<file path="config.mk">
export PLATFORM = sky130hd
export DESIGN_NAME = cart_subsystem_top
export DESIGN_NICKNAME = d
export VERILOG_FILES = /design/src/common/cart_pkg.sv /design/src/cart/rom_load_port.sv /design/src/cart/header_detect.sv /design/src/backup/backup_sequencer.sv /design/src/logic/cart_subsystem_top.sv
export SDC_FILE = /design/constraint.sdc
export NUM_CORES = 1
export LEC_CHECK = 0
export BUFFER_PORTS_ARGS = -buffer_cell sky130_fd_sc_hd__buf_2
export CORE_UTILIZATION = 53
export CTS_BUF_LIST = sky130_fd_sc_hd__clkbuf_4
export CTS_CLUSTER_SIZE = 20
export DETAILED_ROUTE_END_ITERATION = 16
export GPL_TIMING_DRIVEN = 0
export PLACE_DENSITY = 0.89
export SLEW_MARGIN = 10
export SYNTH_ARGS = -nofsm -noshare
export SYNTH_HDL_FRONTEND = slang
export SYNTH_SLANG_ARGS = --single-unit
export TNS_END_PERCENT = 100
</file>
<file path="constraint.sdc">
create_clock -name clk_sys -period 3.1 [get_ports clk_sys]
set_clock_uncertainty 0.15 [all_clocks]
set_input_delay 0.155 -clock clk_sys [delete_from_list [all_inputs] [get_ports clk_sys]]
set_output_delay 0.155 -clock clk_sys [all_outputs]
set_load 0.005 [all_outputs]
</file>
<file path="src/common/cart_pkg.sv">
// Shared widths, layout codes, header offsets and type codes used by every cartridge block
`default_nettype none

package cart_pkg;

	// ==============================
	// ROM download
	// ==============================
	localparam int ROM_ADDR_W = 24;
	localparam int WORD_W     = 16;

	// Copier header, stripped as filesize modulo 1024
	localparam int HDR_BYTES = 512;

	// Memory layout selected by the user
	typedef enum logic [1:0] {
		LOROM   = 2'd0,
		HIROM   = 2'd1,
		EXHIROM = 2'd2
	} rom_layout_t;

	// ==============================
	// Internal header
	// ==============================
	// Word offsets inside the 15-bit header window
	localparam logic [14:0] HDR_MAPPER_OFS = 15'h7FD4;
	localparam logic [14:0] HDR_TYPE_OFS   = 15'h7FD6;
	localparam logic [14:0] HDR_RAMSZ_OFS  = 15'h7FD8;
	localparam logic [14:0] HDR_MAKER_OFS  = 15'h7FDA;

	// Coprocessor class, upper nibble of the type code
	typedef enum logic [3:0] {
		CHIP_NONE = 4'h0,
		CHIP_SDD1 = 4'h5,
		CHIP_SA1  = 4'h6,
		CHIP_GSU  = 4'h7,
		CHIP_DSP1 = 4'h8,
		CHIP_DSP2 = 4'h9,
		CHIP_DSP3 = 4'hA,
		CHIP_DSP4 = 4'hB,
		CHIP_OBC1 = 4'hC
	} chip_class_t;

	// Class in 7:4, ST01x flag in bit 3, layout in 1:0
	typedef logic [7:0] rom_type_t;

	localparam int ST_FLAG_BIT = 3;

	// ==============================
	// Save RAM transfer
	// ==============================
	localparam int SECTOR_BYTES = 512;
	localparam int LBA_W        = 32;
	localparam int SAV_SIZE_W   = 12;

endpackage

`default_nettype wire

</file>
<file path="src/cart/rom_load_port.sv">
// Turns the download word stream into toggled ROM write requests with the copier header removed
`timescale 1ns/1ps
`default_nettype none

module rom_load_port #(
	parameter int ROM_ADDR_W = cart_pkg::ROM_ADDR_W
) (
	input  wire                         clk_sys,
	input  wire                         reset,
	input  wire                         ioctl_download,
	input  wire                         ioctl_wr,
	input  wire [ROM_ADDR_W:0]          ioctl_addr,
	input  wire [cart_pkg::WORD_W-1:0]  ioctl_dout,
	input  wire [ROM_ADDR_W-1:0]        ioctl_filesize,
	output logic                        rom_req,
	output logic [ROM_ADDR_W-2:0]       rom_addr,
	output logic [cart_pkg::WORD_W-1:0] rom_data,
	output logic                        word_strobe,
	output logic [ROM_ADDR_W-1:0]       adj_addr
);

	import cart_pkg::*;

	// Bits of the file size that hold the copier header length
	localparam int STRIP_W = $clog2(2 * HDR_BYTES);

	logic                wr_en;
	logic [ROM_ADDR_W:0] addr_strip;

	assign wr_en = ioctl_download & ioctl_wr;

	// A 512-byte header leaves filesize mod 1024 nonzero
	assign addr_strip = ioctl_addr
		- {{(ROM_ADDR_W + 1 - STRIP_W){1'b0}}, ioctl_filesize[STRIP_W-1:0]};

	// Request toggle and strobe to the header detector
	always_ff @(posedge clk_sys) begin
		if (reset) begin
			rom_req     <= 1'b0;
			word_strobe <= 1'b0;
		end else begin
			word_strobe <= wr_en;
			if (wr_en)
				rom_req <= ~rom_req;
		end
	end

	// Address and data held until the next toggle
	always_ff @(posedge clk_sys) begin
		if (wr_en) begin
			rom_addr <= addr_strip[ROM_ADDR_W-1:1];
			rom_data <= ioctl_dout;
			adj_addr <= addr_strip[ROM_ADDR_W-1:0];
		end
	end

endmodule

`default_nettype wire

</file>
<file path="src/cart/header_detect.sv">
// Captures the internal cartridge header during download and derives type code, masks and region
`timescale 1ns/1ps
`default_nettype none

module header_detect (
	input  wire                             clk_sys,
	input  wire                             reset,
	input  wire                             word_strobe,
	input  wire [cart_pkg::ROM_ADDR_W-1:0]  adj_addr,
	input  wire [cart_pkg::WORD_W-1:0]      ioctl_data,
	input  wire                             ioctl_download,
	input  var cart_pkg::rom_layout_t       rom_layout,
	input  wire                             video_region,
	output cart_pkg::rom_type_t             rom_type,
	output logic [cart_pkg::ROM_ADDR_W-1:0] rom_mask,
	output logic [cart_pkg::ROM_ADDR_W-1:0] ram_mask,
	output logic                            pal
);

	import cart_pkg::*;

	localparam logic [ROM_ADDR_W-1:0] KIB = ROM_ADDR_W'(1024);

	rom_layout_t           layout_q;
	logic                  download_d;
	logic                  download_rise;
	logic [ROM_ADDR_W-1:0] hdr_base;

	// Raw header fields
	logic [7:0] mapper_hdr;
	logic [7:0] type_hdr;
	logic [3:0] rom_size;
	logic [3:0] ram_size;
	logic [7:0] maker_hdr;

	rom_type_t             type_next;
	logic [ROM_ADDR_W-1:0] rom_mask_next;
	logic [ROM_ADDR_W-1:0] ram_mask_next;

	assign download_rise = ioctl_download & ~download_d;

	// Layout is sampled once per download
	always_ff @(posedge clk_sys) begin
		if (reset) begin
			download_d <= 1'b0;
			layout_q   <= LOROM;
		end else begin
			download_d <= ioctl_download;
			if (download_rise)
				layout_q <= rom_layout;
		end
	end

	always_comb begin
		case (layout_q)
			HIROM:   hdr_base = ROM_ADDR_W'(24'h008000);
			EXHIROM: hdr_base = ROM_ADDR_W'(24'h408000);
			default: hdr_base = '0;
		endcase
	end

	// ==============================
	// Field capture
	// ==============================
	always_ff @(posedge clk_sys) begin
		if (download_rise) begin
			mapper_hdr <= '0;
			type_hdr   <= '0;
			rom_size   <= '0;
			ram_size   <= '0;
			maker_hdr  <= '0;
		end else if (word_strobe) begin
			if (adj_addr == (hdr_base | ROM_ADDR_W'(HDR_MAPPER_OFS)))
				mapper_hdr <= ioctl_data[15:8];
			if (adj_addr == (hdr_base | ROM_ADDR_W'(HDR_TYPE_OFS)))
				{rom_size, type_hdr} <= ioctl_data[11:0];
			if (adj_addr == (hdr_base | ROM_ADDR_W'(HDR_RAMSZ_OFS)))
				ram_size <= ioctl_data[3:0];
			if (adj_addr == (hdr_base | ROM_ADDR_W'(HDR_MAKER_OFS)))
				maker_hdr <= ioctl_data[7:0];
		end
	end

	// ==============================
	// Classification
	// ==============================
	always_comb begin
		// Tiny size codes are treated as a 4 MiB image
		rom_mask_next = (KIB << ((rom_size < 4'd7) ? 4'd12 : rom_size)) - 1'b1;
		ram_mask_next = (ram_size != 4'd0) ? (KIB << ram_size) - 1'b1 : '0;
		type_next     = {6'd0, layout_q};

		if (mapper_hdr == 8'h30 && type_hdr == 8'h05 && maker_hdr == 8'hB2) begin
			type_next[7:4] = CHIP_DSP3;
		end else if (((mapper_hdr == 8'h20 || mapper_hdr == 8'h21) && type_hdr == 8'h03)
				|| (mapper_hdr == 8'h30 && type_hdr == 8'h05)
				|| (mapper_hdr == 8'h31 && (type_hdr == 8'h03 || type_hdr == 8'h05))) begin
			// DSP1 only raises bit 7
			type_next[7] = 1'b1;
		end else if (mapper_hdr == 8'h20 && type_hdr == 8'h05) begin
			type_next[7:4] = CHIP_DSP2;
		end else if (mapper_hdr == 8'h30 && type_hdr == 8'h03) begin
			type_next[7:4] = CHIP_DSP4;
		end else if (mapper_hdr == 8'h30 && type_hdr == 8'h25) begin
			type_next[7:4] = CHIP_OBC1;
		end else if (mapper_hdr == 8'h32 && (type_hdr == 8'h43 || type_hdr == 8'h45)) begin
			type_next[7:4] = CHIP_SDD1;
		end else if (mapper_hdr == 8'h30 && type_hdr == 8'hF6) begin
			type_next[7:4]        = 4'h8;
			type_next[ST_FLAG_BIT] = 1'b1;
			// Small ST01x images use the other variant
			if (rom_size < 4'd10)
				type_next[5] = 1'b1;
		end else if (mapper_hdr == 8'h20 && (type_hdr == 8'h13 || type_hdr == 8'h14
				|| type_hdr == 8'h15 || type_hdr == 8'h1A)) begin
			type_next[7:4] = CHIP_GSU;
			ram_mask_next  = (KIB << 4'd6) - 1'b1;
		end else if (mapper_hdr == 8'h23 && (type_hdr == 8'h32 || type_hdr == 8'h34
				|| type_hdr == 8'h35)) begin
			type_next[7:4] = CHIP_SA1;
		end
	end

	// Outputs follow the header only outside download
	always_ff @(posedge clk_sys) begin
		if (reset) begin
			rom_type <= '0;
			rom_mask <= '0;
			ram_mask <= '0;
			pal      <= 1'b0;
		end else if (!ioctl_download) begin
			rom_type <= type_next;
			rom_mask <= rom_mask_next;
			ram_mask <= ram_mask_next;
			pal      <= video_region;
		end
	end

endmodule

`default_nettype wire

</file>
<file path="src/backup/backup_sequencer.sv">
// Moves battery-backed save RAM between SD sectors and backup memory on mount and on save request
`timescale 1ns/1ps
`default_nettype none

module backup_sequencer #(
	parameter int BRAM_ADDR_W = 19
) (
	input  wire                                          clk_sys,
	input  wire                                          reset,
	input  wire                                          ioctl_download,
	input  wire                                          img_mounted,
	input  wire [cart_pkg::LBA_W-1:0]                    img_size,
	input  wire                                          save_trigger,
	input  wire                                          sd_ack,
	input  wire [$clog2(cart_pkg::SECTOR_BYTES)-1:0]     sd_buff_addr,
	input  wire [7:0]                                    sd_buff_dout,
	input  wire                                          sd_buff_wr,
	input  wire                                          sd_buff_rd,
	input  wire [cart_pkg::WORD_W-1:0]                   bram_rdata,
	output logic [cart_pkg::LBA_W-1:0]                   sd_lba,
	output logic                                         sd_rd,
	output logic                                         sd_wr,
	output logic [7:0]                                   sd_buff_din,
	output logic                                         bram_req,
	output logic [BRAM_ADDR_W-1:0]                       bram_addr,
	output logic [cart_pkg::WORD_W-1:0]                  bram_wdata,
	output logic                                         bram_we,
	output logic                                         halt,
	output logic                                         activity_led
);

	import cart_pkg::*;

	localparam int SECTOR_SHIFT = $clog2(SECTOR_BYTES);

	typedef enum logic {
		ST_IDLE,
		ST_XFER
	} bk_state_t;

	bk_state_t             state;
	logic                  bk_ena;
	logic                  bk_load;
	logic [SAV_SIZE_W-1:0] last_sector;
	logic [WORD_W-1:0]     rd_word;

	// Edge detectors
	logic mounted_d;
	logic download_d;
	logic load_d;
	logic save_d;
	logic ack_d;

	logic mount_rise;
	logic start_load;
	logic start_save;
	logic start_xfer;
	logic ack_fall;
	logic last_done;

	assign mount_rise = img_mounted & ~mounted_d;
	assign start_load = bk_ena & bk_load & ~load_d;
	assign start_save = bk_ena & save_trigger & ~save_d & ~start_load;
	assign start_xfer = (state == ST_IDLE) & (start_load | start_save);
	assign ack_fall   = ack_d & ~sd_ack;
	assign last_done  = (sd_lba[SAV_SIZE_W-1:0] == last_sector);

	// ==============================
	// Control
	// ==============================
	always_ff @(posedge clk_sys) begin
		if (reset) begin
			state      <= ST_IDLE;
			bk_ena     <= 1'b0;
			bk_load    <= 1'b0;
			sd_rd      <= 1'b0;
			sd_wr      <= 1'b0;
			bram_req   <= 1'b0;
			mounted_d  <= 1'b0;
			download_d <= 1'b0;
			load_d     <= 1'b0;
			save_d     <= 1'b0;
			ack_d      <= 1'b0;
		end else begin
			mounted_d  <= img_mounted;
			download_d <= ioctl_download;
			load_d     <= bk_load;
			save_d     <= save_trigger;
			ack_d      <= sd_ack;

			// Empty image turns save RAM off
			if (mount_rise) begin
				if (img_size != '0) begin
					bk_ena  <= 1'b1;
					bk_load <= 1'b1;
				end else begin
					bk_ena <= 1'b0;
				end
			end

			if (ioctl_download && !download_d)
				bk_ena <= 1'b0;

			// SD side has taken the request
			if (sd_ack && !ack_d) begin
				sd_rd <= 1'b0;
				sd_wr <= 1'b0;
			end

			case (state)
				ST_IDLE: begin
					if (start_xfer) begin
						state <= ST_XFER;
						sd_rd <= start_load;
						sd_wr <= start_save;
						// Fetch word 0 ahead of the first read strobe
						if (start_save)
							bram_req <= ~bram_req;
					end
				end
				ST_XFER: begin
					if (ack_fall) begin
						if (last_done) begin
							bk_load <= 1'b0;
							state   <= ST_IDLE;
						end else begin
							sd_rd <= bk_load;
							sd_wr <= ~bk_load;
						end
					end
				end
				default: state <= ST_IDLE;
			endcase

			// One request per completed or consumed word
			if ((sd_buff_wr || sd_buff_rd) && sd_buff_addr[0])
				bram_req <= ~bram_req;
		end
	end

	// ==============================
	// Sector and word datapath
	// ==============================
	always_ff @(posedge clk_sys) begin
		if (mount_rise && img_size != '0)
			last_sector <= img_size[SECTOR_SHIFT +: SAV_SIZE_W];

		if (start_xfer) begin
			sd_lba <= '0;
			// Load starts one below zero so the first word lands at 0
			bram_addr <= start_save ? '0 : '1;
		end else if (state == ST_XFER && ack_fall && !last_done) begin
			sd_lba <= sd_lba + 1'b1;
		end

		// Little-endian pairs from the SD buffer
		if (sd_buff_wr) begin
			if (sd_buff_addr[0]) begin
				bram_wdata[15:8] <= sd_buff_dout;
				bram_addr        <= bram_addr + 1'b1;
			end else begin
				bram_wdata[7:0] <= sd_buff_dout;
			end
		end

		if (sd_buff_rd && sd_buff_addr[0])
			bram_addr <= bram_addr + 1'b1;

		// Hold the fetched word while its odd byte goes out
		if (!sd_buff_addr[0])
			rd_word <= bram_rdata;
	end

	assign sd_buff_din  = sd_buff_addr[0] ? rd_word[15:8] : rd_word[7:0];
	assign bram_we      = bk_load;
	assign halt         = (state == ST_XFER);
	assign activity_led = ~(bk_ena | ioctl_download);

endmodule

`default_nettype wire

</file>
<file path="src/logic/cart_subsystem_top.sv">
// Cartridge side of the console top level, joining ROM download, header detection and save RAM
`timescale 1ns/1ps
`default_nettype none

module cart_subsystem_top #(
	parameter int BRAM_ADDR_W = 19
) (
	input  wire                                      clk_sys,
	input  wire                                      reset,
	input  wire                                      ioctl_download,
	input  wire                                      ioctl_wr,
	input  wire [cart_pkg::ROM_ADDR_W:0]             ioctl_addr,
	input  wire [cart_pkg::WORD_W-1:0]               ioctl_dout,
	input  wire [cart_pkg::ROM_ADDR_W-1:0]           ioctl_filesize,
	input  var cart_pkg::rom_layout_t                rom_layout,
	input  wire                                      video_region,
	input  wire                                      img_mounted,
	input  wire [cart_pkg::LBA_W-1:0]                img_size,
	input  wire                                      save_trigger,
	input  wire                                      sd_ack,
	input  wire [$clog2(cart_pkg::SECTOR_BYTES)-1:0] sd_buff_addr,
	input  wire [7:0]                                sd_buff_dout,
	input  wire                                      sd_buff_wr,
	input  wire                                      sd_buff_rd,
	input  wire [cart_pkg::WORD_W-1:0]               bram_rdata,
	output wire                                      rom_req,
	output wire [cart_pkg::ROM_ADDR_W-2:0]           rom_addr,
	output wire [cart_pkg::WORD_W-1:0]               rom_data,
	output wire cart_pkg::rom_type_t                 rom_type,
	output wire [cart_pkg::ROM_ADDR_W-1:0]           rom_mask,
	output wire [cart_pkg::ROM_ADDR_W-1:0]           ram_mask,
	output wire                                      pal,
	output wire [cart_pkg::LBA_W-1:0]                sd_lba,
	output wire                                      sd_rd,
	output wire                                      sd_wr,
	output wire [7:0]                                sd_buff_din,
	output wire                                      bram_req,
	output wire [BRAM_ADDR_W-1:0]                    bram_addr,
	output wire [cart_pkg::WORD_W-1:0]               bram_wdata,
	output wire                                      bram_we,
	output wire                                      halt,
	output wire                                      activity_led
);

	import cart_pkg::*;

	// Download word handed on to the header detector
	logic                  word_strobe;
	logic [ROM_ADDR_W-1:0] adj_addr;

	rom_load_port #(
		.ROM_ADDR_W(ROM_ADDR_W)
	) u_rom_load_port (
		.clk_sys        (clk_sys),
		.reset          (reset),
		.ioctl_download (ioctl_download),
		.ioctl_wr       (ioctl_wr),
		.ioctl_addr     (ioctl_addr),
		.ioctl_dout     (ioctl_dout),
		.ioctl_filesize (ioctl_filesize),
		.rom_req        (rom_req),
		.rom_addr       (rom_addr),
		.rom_data       (rom_data),
		.word_strobe    (word_strobe),
		.adj_addr       (adj_addr)
	);

	header_detect u_header_detect (
		.clk_sys        (clk_sys),
		.reset          (reset),
		.word_strobe    (word_strobe),
		.adj_addr       (adj_addr),
		.ioctl_data     (rom_data),
		.ioctl_download (ioctl_download),
		.rom_layout     (rom_layout),
		.video_region   (video_region),
		.rom_type       (rom_type),
		.rom_mask       (rom_mask),
		.ram_mask       (ram_mask),
		.pal            (pal)
	);

	backup_sequencer #(
		.BRAM_ADDR_W(BRAM_ADDR_W)
	) u_backup_sequencer (
		.clk_sys        (clk_sys),
		.reset          (reset),
		.ioctl_download (ioctl_download),
		.img_mounted    (img_mounted),
		.img_size       (img_size),
		.save_trigger   (save_trigger),
		.sd_ack         (sd_ack),
		.sd_buff_addr   (sd_buff_addr),
		.sd_buff_dout   (sd_buff_dout),
		.sd_buff_wr     (sd_buff_wr),
		.sd_buff_rd     (sd_buff_rd),
		.bram_rdata     (bram_rdata),
		.sd_lba         (sd_lba),
		.sd_rd          (sd_rd),
		.sd_wr          (sd_wr),
		.sd_buff_din    (sd_buff_din),
		.bram_req       (bram_req),
		.bram_addr      (bram_addr),
		.bram_wdata     (bram_wdata),
		.bram_we        (bram_we),
		.halt           (halt),
		.activity_led   (activity_led)
	);

endmodule

`default_nettype wire

</file>
==> out/results.tsv <==
stage	metric	value	unit
timing	fmax	331	MHz
route	firstDrtPassIters	5	
power_and_ir_drop	clkPwrFrac	36.6	%
synth	synth_cell_types	75	
layout	drive_above_1_share	31.2	%
timing	finalHoldViolCount	0	
layout	mostFrequentLayoutCell	buf_2	
timing	hold-worst-slack	0.0458	ns
power_and_ir_drop	ir_drop	0.000391	V
power_and_ir_drop	p_per_area	499	nW/um^2
timing	grt_setup_unrepaired	no	
synth	synth_compound_gate_area_share	9.09	%
synth	synth_edf_count	84	
timing	tns	0	ns
layout	fin_nets	1608	
global_routing	track_usage	32.0	%
worst_setup_path	critPathRequiredTime	3.48	ns
timing	final_max_slew_viol_count	0	
floorplan	die_x	139	um
synth	synth.area.mux_share	5.12	%
cts	clkSinkCount	220	
hold_path	holdPathStages	2	
route	drtIter0Drc	632	
timing	fin_crit	3.02	ns
route	drc_errors	0	
floorplan	rows	49	
status	status	finished, final reports clean	
synth	postSynthAreaPerCell	10.3	sq um
global_routing	grt_pass1_wl	49300	um
synth	syn-cell-area	9990	sq um
worst_setup_path	critPathLaunchType	register	
synth	synthCells	966	
cts	cts_inserted_buffers	55	
placed_design	hpwlAfterDp	19000	um
cts	clkTransAtPathRegs	0.08	ns
timing	tightest_slew	1.06	ns
worst_setup_path	rr_worst_depth	7	
global_routing	overflow	0	
synth	ys_seq_elements	220	
route	ant_nets	0	
cts	cts.path.max_buffers	3	
cts	tritoncts	yes	
synth	ys_async_sr_fraction	0	%
power_and_ir_drop	p_seq_share	48.9	%
timing	slew_headroom	28.5	%
cts	htree_levels	2	
layout	fill_cells	1137	
global_routing	grt_max_degree	26	
layout	area_growth	38.3	%
layout	final_util	75.9	%
cts	cts-root-buf	clkbuf_4	
floorplan	ios	320	
cts	cts_setup_buffers	0	
layout	mostFrequentLayoutCells	296 x buf_2, 136 x dfxtp_1, 131 x dlygate4sd3_1, 115 x nor2_1	
worst_setup_path	arrival	3.40	ns
timing	min_period_over_period	97.3	%
floorplan	initial_utilization	54.9	%
worst_setup_path	ff2ff_setup_slack	0.08	ns
floorplan	fp.coreArea	18200	sq um
power_and_ir_drop	p_int	5040	uW
power_and_ir_drop	switching_share	27.0	%
worst_setup_path	crit_path_max_fanout	10	
synth	synth_xor_area_share	5.26	%
global_routing	antenna_found_initial	2	
placed_design	routabilityCongestion	0.928	
placed_design	io_buffers	294	
synth	synth_fa_ha_area_share	2.08	%
synth	seq_area_frac_synth	52.5	%
worst_setup_path	critPathCaptureType	register	
timing	finalSetupViolations	0	
route	wire_per_inst	18.4	um
hold_path	hp-class	primary input to register	
route	vias	9661	
power_and_ir_drop	p_leak	0.00602	uW
cts	clk_latency	0.67	ns
synth	synth_top_family_by_area	simple AND/OR/NAND/NOR gates	
power_and_ir_drop	p_sw	1860	uW
route	avgViaCountPerCell	5.62	
global_routing	grt_pass1_vias	9940	
route	drt-total-wl	31700	um
synth	synthSimpleGateAreaFrac	19.9	%
floorplan	die_area	19400	sq um
synth	synth_ff_type	dfxtp_1	
worst_setup_path	critPathKind	register to register	
flow_run	max-cap-violations	0	
floorplan	fp.dieH	139	um
power_and_ir_drop	combPwrFrac	14.5	%
synth	yosys_warnings	0	
-- registers in the layout (all words and copies together), names as in the netlist, 2 cells and up --
signal,flops
u_header_detect.ram_mask,15
u_rom_load_port.rom_data,16
u_header_detect.mapper_hdr,8
u_rom_load_port.adj_addr,23
u_backup_sequencer.rd_word,16
u_header_detect.rom_size,4
u_backup_sequencer.bram_wdata,16
u_header_detect.type_hdr,8
u_header_detect.maker_hdr,8
u_header_detect.layout_q,2
u_header_detect.ram_size,4
u_backup_sequencer.bram_addr,19
u_backup_sequencer.sd_lba,32
u_header_detect.rom_mask,15
u_header_detect.rom_type,7
u_backup_sequencer.last_sector,12
-- path summary, 6_finish.rpt --
kind                                             start                                   endpoint
max             u_rom_load_port.adj_addr[16]$_DFFE_PP_   u_header_detect.type_hdr[4]$_SDFFE_PP0P_
min                                     ioctl_dout[11]     u_rom_load_port.rom_data[11]$_DFFE_PP_
max reg2reg     u_rom_load_port.adj_addr[16]$_DFFE_PP_   u_header_detect.type_hdr[4]$_SDFFE_PP0P_
min reg2reg  u_header_detect.ram_mask[17]$_SDFFE_PP0N_  u_header_detect.ram_mask[17]$_SDFFE_PP0N_
-- stage by stage --
stage,area [sq um],worst slack [ns],cells,total power [uW]
finish,13800,0.0826,1720,6900
global route,13800,0.0728,1720,7160
CTS,13800,0.148,1718,6800
detailed placement,11800,0.274,1491,4190
global placement,11800,0.274,1490,4150
floorplan,9990,0.815,967,3810
-- power groups by stage --
| stage | logic (uW) | registers (uW) | clock network [uW] |
|---|---|---|---|
| 6_report | 1000 | 3370 | 2520 |
| 5_1_grt | 1080 | 3390 | 2690 |
| 4_1_cts | 939 | 3360 | 2510 |
| 3_5_place_dp | 775 | 3420 | 0 |
| 3_3_place_gp | 746 | 3410 | 0 |
| 2_1_floorplan | 410 | 3400 | 0 |
-- worst max-delay path, cell delays in order (launching register included) --
cell,delay (ns)
edfxtp_1,0.41
nor4_1,0.40
nand4_1,0.23
nor4_1,0.51
nand4b_1,0.38
buf_1,0.44
mux2i_1,0.30
nor2_1,0.07
-- Yosys cell counts (19+ instances only) --
master | n | share of area [%]
nand4_1 | 22 | 1.4
nor4_1 | 24 | 1.5
inv_1 | 31 | 1.2
nand3_1 | 19 | 0.95
a21oi_1 | 33 | 1.7
mux2i_1 | 41 | 4.1
xnor2_1 | 51 | 4.5
nor3_1 | 31 | 1.6
clkbuf_1 | 28 | 1.1
nand2_1 | 66 | 2.5
dfxtp_1 | 136 | 27
buf_4 | 43 | 3.2
edfxtp_1 | 84 | 25
nor2_1 | 115 | 4.3
o21ai_0 | 32 | 1.6
-- cell families after synthesis --
group,after synthesis
AO/OA/AOI/OAI,134
XOR/XNOR,60
adder cells (fa/ha/maj),16
buffers and inverters,108
flip-flops,220
multiplexers,50
other,2
AND/OR/NAND/NOR,376
-- metal layers --
| layer | track usage, % | routed length, um | vias to the layer above |
|---|---|---|---|
| li1 | - | - | 4444 |
| met5 | 0 | 0 | - |
| met3 | 6.71 | 2440 | 160 |
| met4 | 18.4 | 1890 | 0 |
| met1 | 33.1 | 11000 | 4506 |
| met2 | 59.9 | 16400 | 551 |
-- cell type report --
class | count | area (sq um) | area share [%]
flip-flops and latches | 220 | 5250 | 38.0
multi-input cells | 639 | 4170 | 30.2
repair buffers | 426 | 2810 | 20.3
clock buffers | 84 | 631 | 4.56
plain buffers | 76 | 478 | 3.46
well taps | 229 | 287 | 2.07
inverters | 32 | 120 | 0.869
clock inverters | 12 | 73.8 | 0.534
diodes | 2 | 5.00 | 0.0362
-- timing repair --
item	in CTS	in global routing
hold buffers	131	0
endpoints found under the setup margin	0	12
resized for setup	0	6
endpoints found under the hold margin	170	0
(Power assumes the default switching activity.)
